### src/common/burst_pkg.sv
package burst_pkg;

  // ----------------------------------------------------------------------
  // Bus widths
  // ----------------------------------------------------------------------

  // Transaction ID, one remaining-beat counter per value
  localparam int unsigned ID_WIDTH   = 2;
  localparam int unsigned ADDR_WIDTH = 32;
  localparam int unsigned DATA_WIDTH = 32;
  localparam int unsigned NUM_IDS    = 2 ** ID_WIDTH;

  typedef logic [ID_WIDTH-1:0]   id_t;
  typedef logic [ADDR_WIDTH-1:0] addr_t;
  typedef logic [DATA_WIDTH-1:0] data_t;

  // AXI burst length, number of beats minus one
  typedef logic [7:0] len_t;

  // Remaining beats of a burst, holds len + 1 up to 256
  typedef logic [8:0] cnt_t;

  // ----------------------------------------------------------------------
  // Encodings
  // ----------------------------------------------------------------------

  // AXI AxBURST values, WRAP is listed for the encoding only
  typedef enum logic [1:0] {
    BURST_FIXED = 2'b00,
    BURST_INCR  = 2'b01,
    BURST_WRAP  = 2'b10
  } burst_e;

  // AR splitter FSM
  typedef enum logic {
    AR_IDLE,
    AR_BUSY
  } ar_state_e;

  // R path FSM
  typedef enum logic {
    R_FEED,
    R_WAIT
  } r_state_e;

  // ----------------------------------------------------------------------
  // Channel payloads
  // ----------------------------------------------------------------------

  typedef struct packed {
    id_t        id;
    addr_t      addr;
    len_t       len;
    logic [2:0] size;
    burst_e     burst;
  } ar_req_t;

  typedef struct packed {
    id_t        id;
    data_t      data;
    logic [1:0] resp;
    logic       last;
  } r_beat_t;

endpackage

### src/ar_split/ar_splitter.sv
`timescale 1ns/1ns

module ar_splitter import burst_pkg::*; (
  input  logic    clk_i,
  input  logic    reset_i,

  // Upstream AR, bursts
  input  ar_req_t up_ar_i,
  input  logic    up_ar_valid_i,
  output logic    up_ar_ready_o,

  // Downstream AR, single beats
  output ar_req_t dn_ar_o,
  output logic    dn_ar_valid_o,
  input  logic    dn_ar_ready_i,

  // Counter allocation
  input  logic    alloc_ok_i,
  output logic    alloc_valid_o,
  output id_t     alloc_id_o,
  output len_t    alloc_len_o
);

  ar_state_e state_d, state_q;
  ar_req_t   ax_d, ax_q;

  // Address of the following beat
  function automatic addr_t next_addr(ar_req_t ax);
    if (ax.burst == BURST_INCR) begin
      return ax.addr + (ADDR_WIDTH'(1) << ax.size);
    end
    return ax.addr;
  endfunction

  assign alloc_id_o  = up_ar_i.id;
  assign alloc_len_o = up_ar_i.len;

  always_comb begin
    state_d       = state_q;
    ax_d          = ax_q;
    up_ar_ready_o = 1'b0;
    alloc_valid_o = 1'b0;
    dn_ar_o       = up_ar_i;
    dn_ar_o.len   = '0;
    dn_ar_valid_o = 1'b0;

    unique case (state_q)
      AR_IDLE: begin
        if (up_ar_valid_i && alloc_ok_i) begin
          dn_ar_valid_o = 1'b1;
          if (up_ar_i.len == '0) begin
            // Single beat already, pass through and ack once downstream takes it
            if (dn_ar_ready_i) begin
              up_ar_ready_o = 1'b1;
              alloc_valid_o = 1'b1;
            end
          end else begin
            // Take the burst now and offer its first beat in the same cycle
            up_ar_ready_o = 1'b1;
            alloc_valid_o = 1'b1;
            ax_d          = up_ar_i;
            if (dn_ar_ready_i) begin
              ax_d.len  = up_ar_i.len - 8'd1;
              ax_d.addr = next_addr(up_ar_i);
            end
            state_d = AR_BUSY;
          end
        end
      end

      AR_BUSY: begin
        // len in the register counts the beats still to go after this one
        dn_ar_o       = ax_q;
        dn_ar_o.len   = '0;
        dn_ar_valid_o = 1'b1;
        if (dn_ar_ready_i) begin
          if (ax_q.len == '0) begin
            state_d = AR_IDLE;
          end else begin
            ax_d.len  = ax_q.len - 8'd1;
            ax_d.addr = next_addr(ax_q);
          end
        end
      end

      default: begin
        state_d = AR_IDLE;
      end
    endcase
  end

  always_ff @(posedge clk_i) begin
    if (reset_i) begin
      state_q <= AR_IDLE;
    end else begin
      state_q <= state_d;
    end
  end

  // Burst register
  always_ff @(posedge clk_i) begin
    ax_q <= ax_d;
  end

  // ----------------------------------------------------------------------
  // Assertions
  // ----------------------------------------------------------------------

  a_single_beat: assert property (
    @(posedge clk_i) disable iff (reset_i)
    dn_ar_valid_o |-> dn_ar_o.len == '0
  ) else $error("multi-beat request sent downstream");

  // A stalled single beat stays on the bus unchanged
  a_dn_ar_hold: assert property (
    @(posedge clk_i) disable iff (reset_i)
    dn_ar_valid_o && !dn_ar_ready_i |=> dn_ar_valid_o && $stable(dn_ar_o)
  ) else $error("downstream AR changed under back-pressure");

endmodule

### src/ar_split/burst_counters.sv
`timescale 1ns/1ns

module burst_counters import burst_pkg::*; (
  input  logic clk_i,
  input  logic reset_i,

  // Allocation from the AR side
  input  logic alloc_valid_i,
  input  id_t  alloc_id_i,
  input  len_t alloc_len_i,
  output logic alloc_ok_o,

  // Lookup and decrement from the R side
  input  id_t  cnt_id_i,
  input  logic cnt_dec_i,
  output logic cnt_last_o,
  output logic cnt_busy_o
);

  cnt_t cnt_q [NUM_IDS];
  cnt_t alloc_cnt;
  cnt_t lookup_cnt;

  // A burst of len beats minus one keeps len + 1 beats outstanding
  assign alloc_cnt  = cnt_t'({1'b0, alloc_len_i}) + cnt_t'(1);
  assign lookup_cnt = cnt_q[cnt_id_i];

  // One burst per ID, so a new one only starts on an empty counter
  assign alloc_ok_o = (cnt_q[alloc_id_i] == '0);
  assign cnt_busy_o = (lookup_cnt != '0);
  assign cnt_last_o = (lookup_cnt == cnt_t'(1));

  always_ff @(posedge clk_i) begin
    if (reset_i) begin
      for (int i = 0; i < NUM_IDS; i++) begin
        cnt_q[i] <= '0;
      end
    end else begin
      for (int i = 0; i < NUM_IDS; i++) begin
        if (alloc_valid_i && alloc_id_i == id_t'(i)) begin
          cnt_q[i] <= alloc_cnt;
        end else if (cnt_dec_i && cnt_id_i == id_t'(i)) begin
          cnt_q[i] <= cnt_q[i] - cnt_t'(1);
        end
      end
    end
  end

  // ----------------------------------------------------------------------
  // Assertions
  // ----------------------------------------------------------------------

  // The AR side must wait for alloc_ok before it allocates
  a_alloc_free: assert property (
    @(posedge clk_i) disable iff (reset_i)
    alloc_valid_i |-> cnt_q[alloc_id_i] == '0
  ) else $error("allocation on a busy counter");

  // R beats only come back for bursts that were sent
  a_dec_busy: assert property (
    @(posedge clk_i) disable iff (reset_i)
    cnt_dec_i |-> cnt_q[cnt_id_i] != '0
  ) else $error("decrement of an empty counter");

endmodule

### src/logic/r_last_restore.sv
`timescale 1ns/1ns

module r_last_restore import burst_pkg::*; (
  input  logic    clk_i,
  input  logic    reset_i,

  // Downstream R, single beats
  input  r_beat_t dn_r_i,
  input  logic    dn_r_valid_i,
  output logic    dn_r_ready_o,

  // Upstream R, with rebuilt last
  output r_beat_t up_r_o,
  output logic    up_r_valid_o,
  input  logic    up_r_ready_i,

  // Counter lookup
  output id_t     cnt_id_o,
  output logic    cnt_dec_o,
  input  logic    cnt_last_i,
  input  logic    cnt_busy_i
);

  r_state_e state_d, state_q;
  logic     last_d, last_q;

  assign cnt_id_o = dn_r_i.id;

  always_comb begin
    state_d      = state_q;
    last_d       = last_q;
    dn_r_ready_o = 1'b0;
    up_r_valid_o = 1'b0;
    cnt_dec_o    = 1'b0;
    up_r_o       = dn_r_i;
    up_r_o.last  = cnt_last_i;

    unique case (state_q)
      R_FEED: begin
        if (dn_r_valid_i && cnt_busy_i) begin
          // Count the beat now, the counter moves on at the next edge
          up_r_valid_o = 1'b1;
          cnt_dec_o    = 1'b1;
          if (up_r_ready_i) begin
            dn_r_ready_o = 1'b1;
          end else begin
            last_d  = cnt_last_i;
            state_d = R_WAIT;
          end
        end
      end

      R_WAIT: begin
        // Counter is already decremented, so last comes from the register
        up_r_o.last  = last_q;
        up_r_valid_o = dn_r_valid_i;
        if (dn_r_valid_i && up_r_ready_i) begin
          dn_r_ready_o = 1'b1;
          state_d      = R_FEED;
        end
      end

      default: begin
        state_d = R_FEED;
      end
    endcase
  end

  always_ff @(posedge clk_i) begin
    if (reset_i) begin
      state_q <= R_FEED;
      last_q  <= 1'b0;
    end else begin
      state_q <= state_d;
      last_q  <= last_d;
    end
  end

  // A new downstream beat belongs to a burst that is still open
  a_r_has_burst: assert property (
    @(posedge clk_i) disable iff (reset_i)
    dn_r_valid_i && state_q == R_FEED |-> cnt_busy_i
  ) else $error("R beat for an ID with no open burst");

endmodule

### src/logic/burst_splitter_top.sv
`timescale 1ns/1ns

module burst_splitter_top import burst_pkg::*; (
  input  logic    clk_i,
  input  logic    reset_i,

  input  ar_req_t up_ar_i,
  input  logic    up_ar_valid_i,
  output logic    up_ar_ready_o,

  output ar_req_t dn_ar_o,
  output logic    dn_ar_valid_o,
  input  logic    dn_ar_ready_i,

  input  r_beat_t dn_r_i,
  input  logic    dn_r_valid_i,
  output logic    dn_r_ready_o,

  output r_beat_t up_r_o,
  output logic    up_r_valid_o,
  input  logic    up_r_ready_i
);

  // Allocation, AR side to counters
  logic alloc_valid;
  logic alloc_ok;
  id_t  alloc_id;
  len_t alloc_len;

  // Lookup, R side to counters
  id_t  cnt_id;
  logic cnt_dec;
  logic cnt_last;
  logic cnt_busy;

  ar_splitter ar_splitter_i (
    .clk_i         (clk_i),
    .reset_i       (reset_i),
    .up_ar_i       (up_ar_i),
    .up_ar_valid_i (up_ar_valid_i),
    .up_ar_ready_o (up_ar_ready_o),
    .dn_ar_o       (dn_ar_o),
    .dn_ar_valid_o (dn_ar_valid_o),
    .dn_ar_ready_i (dn_ar_ready_i),
    .alloc_ok_i    (alloc_ok),
    .alloc_valid_o (alloc_valid),
    .alloc_id_o    (alloc_id),
    .alloc_len_o   (alloc_len)
  );

  burst_counters burst_counters_i (
    .clk_i         (clk_i),
    .reset_i       (reset_i),
    .alloc_valid_i (alloc_valid),
    .alloc_id_i    (alloc_id),
    .alloc_len_i   (alloc_len),
    .alloc_ok_o    (alloc_ok),
    .cnt_id_i      (cnt_id),
    .cnt_dec_i     (cnt_dec),
    .cnt_last_o    (cnt_last),
    .cnt_busy_o    (cnt_busy)
  );

  r_last_restore r_last_restore_i (
    .clk_i        (clk_i),
    .reset_i      (reset_i),
    .dn_r_i       (dn_r_i),
    .dn_r_valid_i (dn_r_valid_i),
    .dn_r_ready_o (dn_r_ready_o),
    .up_r_o       (up_r_o),
    .up_r_valid_o (up_r_valid_o),
    .up_r_ready_i (up_r_ready_i),
    .cnt_id_o     (cnt_id),
    .cnt_dec_o    (cnt_dec),
    .cnt_last_i   (cnt_last),
    .cnt_busy_i   (cnt_busy)
  );

endmodule

### config.mk
export PLATFORM = sky130hd
export DESIGN_NAME = burst_splitter_top
export DESIGN_NICKNAME = d
export VERILOG_FILES = /design/src/common/burst_pkg.sv /design/src/ar_split/ar_splitter.sv /design/src/ar_split/burst_counters.sv /design/src/logic/r_last_restore.sv /design/src/logic/burst_splitter_top.sv
export SDC_FILE = /design/constraint.sdc
export NUM_CORES = 1
export LEC_CHECK = 0
export ABC_AREA = 1
export BUFFER_PORTS_ARGS = -buffer_cell sky130_fd_sc_hd__buf_4
export CELL_PAD_IN_SITES_DETAIL_PLACEMENT = 1
export CELL_PAD_IN_SITES_GLOBAL_PLACEMENT = 2
export CORE_AREA = 2 2 181 183
export CTS_CLUSTER_SIZE = 14
export DETAILED_ROUTE_END_ITERATION = 10
export DIE_AREA = 0 0 183 185
export PLACE_DENSITY = 0.8
export SYNTH_ARGS = -nofsm -noshare
export SYNTH_HDL_FRONTEND = slang
export SYNTH_HIERARCHICAL = 1
export SYNTH_SLANG_ARGS = --single-unit
### constraint.sdc
create_clock -name clk_i -period 3.37 [get_ports clk_i]
set_input_delay 0.337 -clock clk_i [delete_from_list [all_inputs] [get_ports clk_i]]
set_output_delay 0.337 -clock clk_i [all_outputs]
set_load 0.05 [all_outputs]
==> flow_summary.yaml, run 1 <==
critical_path:
  cp_max_fo: 10
  cp-end-kind: "flip-flop"
  required_ps: 3370
  start_kind: "flip-flop"
  worstPathArrival_ps: 3010
  worstSetupPathType: "reg2reg"
grt:
  grt_pass1_vias: 8562
  antenna_found_initial: 0
  grt_use_total_pct: 17.12
  grt_pass1_wl_um: 45560
  grt_max_degree: 55
  grt-ovfl-total: 0
layout:
  drive_above_1_share_pct: 12.81
  fin_nets: 1461
  final_cells: 1758
  design_area_mm2: 0.009652
  syn_to_final_growth_pct: 13.46
  n_fill_cell: 4120
  diodes: 0
drt:
  drtAntennaViolNets: 0
  via_per_inst: 4.762
  remaining_drc_errors: 0
  num_vias: 8371
  first_iter_violations: 354
  avgRoutedWirePerCell_um: 16.15
  dr.pass1.iters: 5
  wl_um: 28390
placement:
  port_buffers: 100
  place.gp.congestion: 0.8266
  dp_cells: 1742
  placed_area_mm2: 0.009354
  dp_hpwl_um: 22870
die:
  io_pins: 178
  rows: 66
  dieWidth_um: 183
  die-area_mm2: 0.03386
  chipHeight_um: 185
  core-area_mm2: 0.03204
  start_util_pct: 26.55
yosys:
  synthSimpleGateAreaFrac_pct: 39.48
  synth-seq-cells: 86
  yosys-top-cells-area: "edfxtp_1 (29%), nand2_1 (17%), inv_1 (7.9%)"
  yosys.area.top_type: "edfxtp_1"
  synth_most_common_cell: "nand2_1"
  syn-cell-area_mm2: 0.008507
  syn_avg_cell_area_um2: 6.564
  ys_seq_area_share_pct: 30.00
  syn_inst: 1296
  yosys_warnings: 6
  synth_top_family_by_area: "simple AND/OR/NAND/NOR gates"
  muxShareOfSynthArea_pct: 0
  synth-edff-count: 83
  synth_cell_types: 51
  ys.flop_type: "edfxtp_1"
  synth_compound_area_share_pct: 9.560
  synth_xor_area_share_pct: 2.574
  synthAdderAreaFrac_pct: 4.001
  synthTopCellsByCount: "nand2_1 (390), inv_1 (178), nor2_1 (128)"
  ys_async_sr_fraction_pct: 0
  netlist.area_leader.share_pct: 29.30
cts:
  post_cts_buffers: 0
  clk_pin_slew_ps: 70
  cts_tree: "yes"
  ctsResizeCount: 0
  h-tree-depth: 3
  insertion_delay_ps: 370
  clock_sinks: 86
  cts-root-buf: "clkbuf_16"
  cts_hold_buf: 0
  numCtsBuffers: 9
  cts_max_path_buffers: 2
timing:
  final-hold-violation-count: 0
  skew_ps: 21.87
  setup_viol: 0
  min_period_ps: 3013
  fmax_mhz: 331.9
  finalCritPeriodShare_pct: 89.39
  rsz0062_at_grt: "no"
  finalMaxSlewViolations: 0
  worst_slew_pin_slew_ps: 727.4
  fin_setup_tns_ps: 0
  relSlewSlack_pct: 51.34
pwr:
  p_leak_nw: 4.402
  power.density_mw_per_mm2: 357.7
  ir_drop_mv: 0.2628
job:
  drv_cap: 0
run_status:
  status: "finished, final reports clean"
worst_hold_path:
  hp-class: "in2reg"
## placed cells by master, fill, tap and decap left out, drive strengths merged
master    Yosys  routed
inv         183     187
a22o          1       1
nand2       405     405
clkbuf        7       9
o211ai        2       2
and2b         1       1
nand4        25      25
nand3b        5       5
nand3       122     122
or2           3       3
a21o          1       1
nor4          2       2
o221ai        1       1
ha           24      24
conb          1       8
xor2         16      16
xnor2         9       9
a21oi        25      25
nor2        137     137
fa            2       2
clkinv        1       3
o21bai        3       3
a21boi        1       1
o31ai         3       3
and2          3       3
nor3         42      42
edfxtp       83      83
o22ai        17      17
dfxtp         3       3
o21ai        97      97
clkinvlp      0       1
and3          1       1
buf          70     108
## logic make-up (layout without fill, tap and decap cells)
logic type	after synthesis	after routing
other cells	1	8
xor+xnor	25	25
compound gates	151	151
buf+inv	261	308
simple gates	746	746
flops	86	86
fa+ha+maj	26	26
## registers in the layout, summed over array words and instances (netlist names)
register,cells
r_last_restore_i/last_q,1
ar_splitter_i/state_q,1
r_last_restore_i/state_q,1
ar_splitter_i/ax_q,47
burst_counters_i/cnt_q,36
## power breakdown
group	switching [mW]	leakage (nW)	internal [mW]
combinational	0.735	3.41	0.303
sequential	0.0877	0.853	1.28
clock	0.522	0.143	0.524
## routing by layer
metal / routed length [µm] / global-route usage, % / share of wire (%) / vias up
met3: 917 / 2.006 / 3.2 / 31
met1: 13340 / 22.47 / 47 / 3933
met5: 0 / 0 / 0 / -
met4: 472 / 4.576 / 1.7 / 0
met2: 13660 / 29.79 / 48 / 156
li1: - / - / - / 4251
## metrics by stage
step | hold WS, ps | utilization, % | power (mW) | setup slack, ps
after floorplan | 416.3 | - | 2.188 | 190.1
after global placement | 468.0 | 29.19 | 2.416 | 417.8
after detailed placement | 493.9 | 29.19 | 2.438 | 313.6
after CTS | 162.4 | 30.12 | 3.492 | 297.5
after global routing | 167.1 | 30.12 | 3.635 | 11.61
final | 171.8 | 30.12 | 3.452 | 357.4
## layout make-up
| type | count | area [µm²] | area share, % |
|---|---|---|---|
| inverter | 184 | 691.9 | 7.169 |
| clock inverter | 7 | 72.57 | 0.7519 |
| clock buffer | 9 | 225.2 | 2.333 |
| sequential | 86 | 2556 | 26.48 |
| multi-input combinational | 956 | 4772 | 49.44 |
| timing repair buffer | 108 | 823.3 | 8.530 |
| tap | 408 | 510.5 | 5.289 |
## critical path, cell delays in order, from the launching register on
cell	delay (ps)
edfxtp_1	430
nor2_1	270
nand3_1	190
nor3_1	240
o21ai_0	110
nor2_1	100
nand2_1	80
nor2_1	120
nand2_1	90
nand2_1	150
inv_1	110
nor2_4	190
nand2_2	160
nand3_1	390
## worst paths after layout
| path | startpoint | end | slack, ps | cells after the start |
|---|---|---|---|---|
| max | burst_counters_i/cnt_q[0][2] | burst_counters_i/cnt_q[0][7] | 360 | 13 |
| min | up_ar_i[1] | ar_splitter_i/ax_q[1] | 170 | 1 |
| max reg2reg | burst_counters_i/cnt_q[0][2] | burst_counters_i/cnt_q[0][7] | 360 | 13 |
| min reg2reg | r_last_restore_i/last_q | r_last_restore_i/last_q | 510 | 2 |
Power figures use the tool's default switching activity.
==> run 2: changes to the inputs <==
- CELL_PAD_IN_SITES_GLOBAL_PLACEMENT: 2 -> 1
- CORE_AREA: 2 2 181 183 -> 2 2 157 159
- DIE_AREA: 0 0 183 185 -> 0 0 159 161
- PLACE_DENSITY: 0.8 -> 0.81
==> run 2 against run 1 <==
Effect of this change:
- cell count decreased by 4.8%
- critical path type unchanged
- first-iteration DRC count increased by 30%
- utilization increased by 9.8 points
- hold slack improved by 18 ps
- sequential cell count unchanged
- wire length decreased by 5.6%
- worst setup slack improved by 15 ps
- sequential share of layout area increased by 0.22 points
- via count increased by 2.0%
- non-clock buffer count unchanged
- combinational power about the same
- sequential power about the same
- highest routed layer unchanged
==> flow_summary.yaml, run 2 (synthesized netlist as in run 1, its figures left out) <==
layout:
  largest_register_ff_count: 47
  syn_to_final_growth_pct: 12.53
  n_fill_cell: 3191
  diodes: 0
  fin_nets: 1461
  final_cell_mix: "nand2_1 (390), inv_1 (178), nor2_1 (128)"
  final_common_cell: "nand2_1"
  drive_above_1_share_pct: 12.74
  largest-register: "ar_splitter_i/ax_q"
  reg_top3: "ar_splitter_i/ax_q: 47 flops, burst_counters_i/cnt_q: 36 flops"
  design_area_mm2: 0.009573
worst_hold_path:
  min_from: "up_ar_i[1]"
  hp-class: "in2reg"
grt:
  grt_max_degree: 47
  grt_pass1_wl_um: 44750
  antenna_found_initial: 0
  grt_use_total_pct: 21.44
  grt-ovfl-total: 0
  grt_pass1_vias: 8897
cts:
  h-tree-depth: 3
  numCtsBuffers: 9
  cts_tree: "yes"
  clk_pin_slew_ps: 70
  cts_max_path_buffers: 2
  cts-root-buf: "clkbuf_16"
  insertion_delay_ps: 360
  ctsResizeCount: 0
  cts_hold_buf: 0
  clock_sinks: 86
drt:
  num_vias: 8536
  drtAntennaViolNets: 0
  avgRoutedWirePerCell_um: 16.02
  remaining_drc_errors: 0
  dr.pass1.iters: 4
  via_per_inst: 5.099
  first_iter_violations: 460
  wl_um: 26810
critical_path:
  r2r_slack_ps: 370
  worstPathArrival_ps: 2990
  worstSetupPathType: "reg2reg"
  cp_max_fo: 10
  required_ps: 3360
  cp-startpoint: "burst_counters_i/cnt_q[0][2]"
  r2r_start: "burst_counters_i/cnt_q[0][2]"
  cp-end-kind: "flip-flop"
  start_kind: "flip-flop"
run_status:
  status: "finished, final reports clean"
die:
  rows: 57
  io_pins: 178
  dieWidth_um: 159
  die-area_mm2: 0.02560
  chipHeight_um: 161
  start_util_pct: 35.50
  core-area_mm2: 0.02396
pwr:
  ir_drop_mv: 0.1862
  p_leak_nw: 4.412
  finalPower_mw: 3.492
  power.density_mw_per_mm2: 364.8
placement:
  place.gp.congestion: 0.8824
  port_buffers: 100
  placed_area_mm2: 0.009254
  dp_hpwl_um: 21500
timing:
  fmax_mhz: 333.6
  worst_slew_pin_slew_ps: 714.8
  final-hold-violation-count: 0
  finalCritPeriodShare_pct: 88.96
  skew_ps: 16.19
  fin_setup_tns_ps: 0
  setup_viol: 0
  min_period_ps: 2998
  finalMaxSlewViolations: 0
  relSlewSlack_pct: 52.19
  rsz0062_at_grt: "no"
  hold_ws_ps: 189.6
job:
  drv_cap: 0
[run 2: layout make-up]
type	instances	area [µm²]	area share [%]
Clock buffer	12	256.5	2.679
Clock inverter	4	55.05	0.5751
Inverter	184	691.9	7.228
Multi-Input combinational cell	956	4772	49.85
Sequential cell	86	2556	26.70
Tap cell	324	405.4	4.235
Timing Repair Buffer	108	835.8	8.731
[run 2: report_power, final]
part	internal [mW]	leakage [nW]	switching (mW)
Sequential	1.28	0.853	0.0904
Clock	0.621	0.149	0.464
Combinational	0.306	3.41	0.729
[run 2: per-stage QoR]
| step | worst slack [ps] | util (%) | cells |
|---|---|---|---|
| detailed placement | 336.7 | 38.62 | 1657 |
| global route | 35.76 | 39.95 | 1674 |
| finish | 372.1 | 39.95 | 1674 |
| CTS | 282.9 | 39.92 | 1673 |
| floorplan | 190.1 | - | 1303 |
| global placement | 433.1 | 38.62 | 1657 |
[run 2: per-layer routing]
layer | vias up | wire (µm) | GRT usage (%)
li1 | 4252 | - | -
met1 | 4078 | 11900 | 27.00
met2 | 171 | 13320 | 38.75
met3 | 35 | 976 | 2.363
met4 | 0 | 618 | 6.322
met5 | - | 0 | 0
[run 2: worst max-delay path, cell delays in order, from the launching register on]
cell	delay [ps]
edfxtp_1	440
nor2_1	260
nand3_1	170
nor3_1	250
o21ai_0	130
nor2_1	110
nand2_1	80
nor2_1	130
nand2_1	90
nand2_1	160
inv_1	110
nor2_4	200
nand2_2	150
nand3_1	350
[run 2: worst paths after layout]
| check | depth (start not counted) | endpoint |
|---|---|---|
| setup / recovery | 13 | burst_counters_i/cnt_q[0][6] |
| setup reg to reg | 13 | burst_counters_i/cnt_q[0][6] |
| hold reg to reg | 2 | r_last_restore_i/last_q |
| hold / removal | 1 | ar_splitter_i/ax_q[1] |
[run 2: repair_timing]
action,4_1_cts,5_1_grt
setup buffers,0,1
setup endpoints to repair,0,9
endpoints found under the hold margin,0,0
==> run 3: changes to the inputs <==
- CTS_BUF_LIST: unset -> sky130_fd_sc_hd__clkbuf_4
==> run 3 against run 2 <==
Effect of this change:
- die area unchanged
- hold slack worse by 140 ps
- global-route usage down 0.26 points
- total power down 13%
- sequential cell count unchanged
- wire length down 1.1%
- clock skew up 12 ps
- first-iteration DRC count up 8.3%
- clock power down 40%
- register-to-register slack worse by 60 ps
==> flow_summary.yaml, run 3 (synthesized netlist as in run 1, its figures left out) <==
drt:
  remaining_drc_errors: 0
  first_iter_violations: 498
  num_vias: 8482
  via_per_inst: 5.067
  wl_um: 26530
  dr.pass1.iters: 4
  avgRoutedWirePerCell_um: 15.85
  drtAntennaViolNets: 0
grt:
  grt_use_total_pct: 21.18
  grt_max_degree: 47
  grt_pass1_wl_um: 44100
  grt-ovfl-total: 0
  grt_pass1_vias: 8785
  antenna_found_initial: 1
layout:
  reg_top3: "ar_splitter_i/ax_q: 47 flops, burst_counters_i/cnt_q: 36 flops"
  drive_above_1_share_pct: 12.60
  final_cell_mix: "nand2_1 (390), inv_1 (178), nor2_1 (128)"
  n_fill_cell: 3211
  final_cells: 1674
  final_common_cell: "nand2_1"
  fin_util_pct: 39.20
  syn_to_final_growth_pct: 10.43
  fin_nets: 1460
  largest_register_ff_count: 47
  largest-register: "ar_splitter_i/ax_q"
run_status:
  status: "finished, final reports clean"
timing:
  worst_slew_pin_slew_ps: 689.1
  relSlewSlack_pct: 53.90
  skew_ps: 27.98
  final-hold-violation-count: 0
  finalMaxSlewViolations: 0
  finalCritPeriodShare_pct: 90.80
  fin_ws_ps: 310.0
  rsz0062_at_grt: "no"
  min_period_ps: 3060
  setup_viol: 0
  fin_setup_tns_ps: 0
  fmax_mhz: 326.8
die:
  dieWidth_um: 159
  rows: 57
  io_pins: 178
  chipHeight_um: 161
  start_util_pct: 35.50
  core-area_mm2: 0.02396
  die-area_mm2: 0.02560
cts:
  clk_pin_slew_ps: 160
  insertion_delay_ps: 480
  cts_hold_buf: 0
  cts-root-buf: "clkbuf_4"
  cts_max_path_buffers: 2
  numCtsBuffers: 9
  post_cts_buffers: 0
  cts_tree: "yes"
  ctsResizeCount: 0
  h-tree-depth: 3
  clock_sinks: 86
worst_hold_path:
  hp-class: "in2reg"
critical_path:
  cp-end-kind: "flip-flop"
  worstPathArrival_ps: 3180
  required_ps: 3490
  start_kind: "flip-flop"
  cp_max_fo: 9
  worstSetupPathType: "reg2reg"
pwr:
  p_leak_nw: 4.330
  ir_drop_mv: 0.1336
  power.density_mw_per_mm2: 324.8
placement:
  place.gp.congestion: 0.8824
  place_ws_ps: 336.7
  dp_cells: 1657
  port_buffers: 100
  dp_hpwl_um: 21500
job:
  drv_cap: 0
-- run 3: path summary, 6_finish.rpt --
kind / slack, ps / cells after the start / startpoint / endpoint
max: 310 / 14 / burst_counters_i/cnt_q[0][2] / burst_counters_i/cnt_q[3][8]
min: 50 / 1 / up_ar_i[1] / ar_splitter_i/ax_q[1]
max reg2reg: 310 / 14 / burst_counters_i/cnt_q[0][2] / burst_counters_i/cnt_q[3][8]
min reg2reg: 520 / 2 / r_last_restore_i/last_q / r_last_restore_i/last_q
-- run 3: power breakdown --
group	total (mW)	switching [mW]	internal (mW)
logic	1.03	0.727	0.305
clock network	0.649	0.415	0.234
registers	1.37	0.0900	1.28
-- run 3: layer usage --
metal	routed length, µm	vias up	GRT usage [%]
met5	0	-	0
met4	635	0	6.777
met3	945	37	2.286
met2	12980	170	37.61
met1	11960	4030	27.04
li1	-	4245	-
-- run 3: final cells by class --
class	count	area, µm²	share of cell area [%]
Antenna cell	1	2.502	0.02664
Clock buffer	10	75.07	0.7991
Clock inverter	6	62.56	0.6660
Inverter	184	691.9	7.365
Multi-Input combinational cell	956	4772	50.80
Sequential cell	86	2556	27.21
Tap cell	324	405.4	4.315
Timing Repair Buffer	107	828.3	8.817
-- run 3: through the flow --
| step | hold slack, ps | power [mW] | cell area [µm²] |
|---|---|---|---|
| final | 51.62 | 3.052 | 9394 |
| after global routing | 31.61 | 3.212 | 9394 |
| after CTS | 31.84 | 3.066 | 9392 |
| after detailed placement | 489.2 | 2.426 | 9254 |
| after global placement | 471.4 | 2.394 | 9254 |
| after floorplan | 416.3 | 2.188 | 8537 |
-- run 3: critical path, cell delays in order (launching register included) --
cell      delay (ps)
edfxtp_1         460
nor2_1           250
nand3_1          170
nor3_1           250
o21ai_0          130
nor2_1           110
nand2_1           80
nor2_1           130
nand2_1           90
nand2_1          160
inv_1            120
nor2_2           210
nor3_4           100
inv_2             80
nand3b_1         350
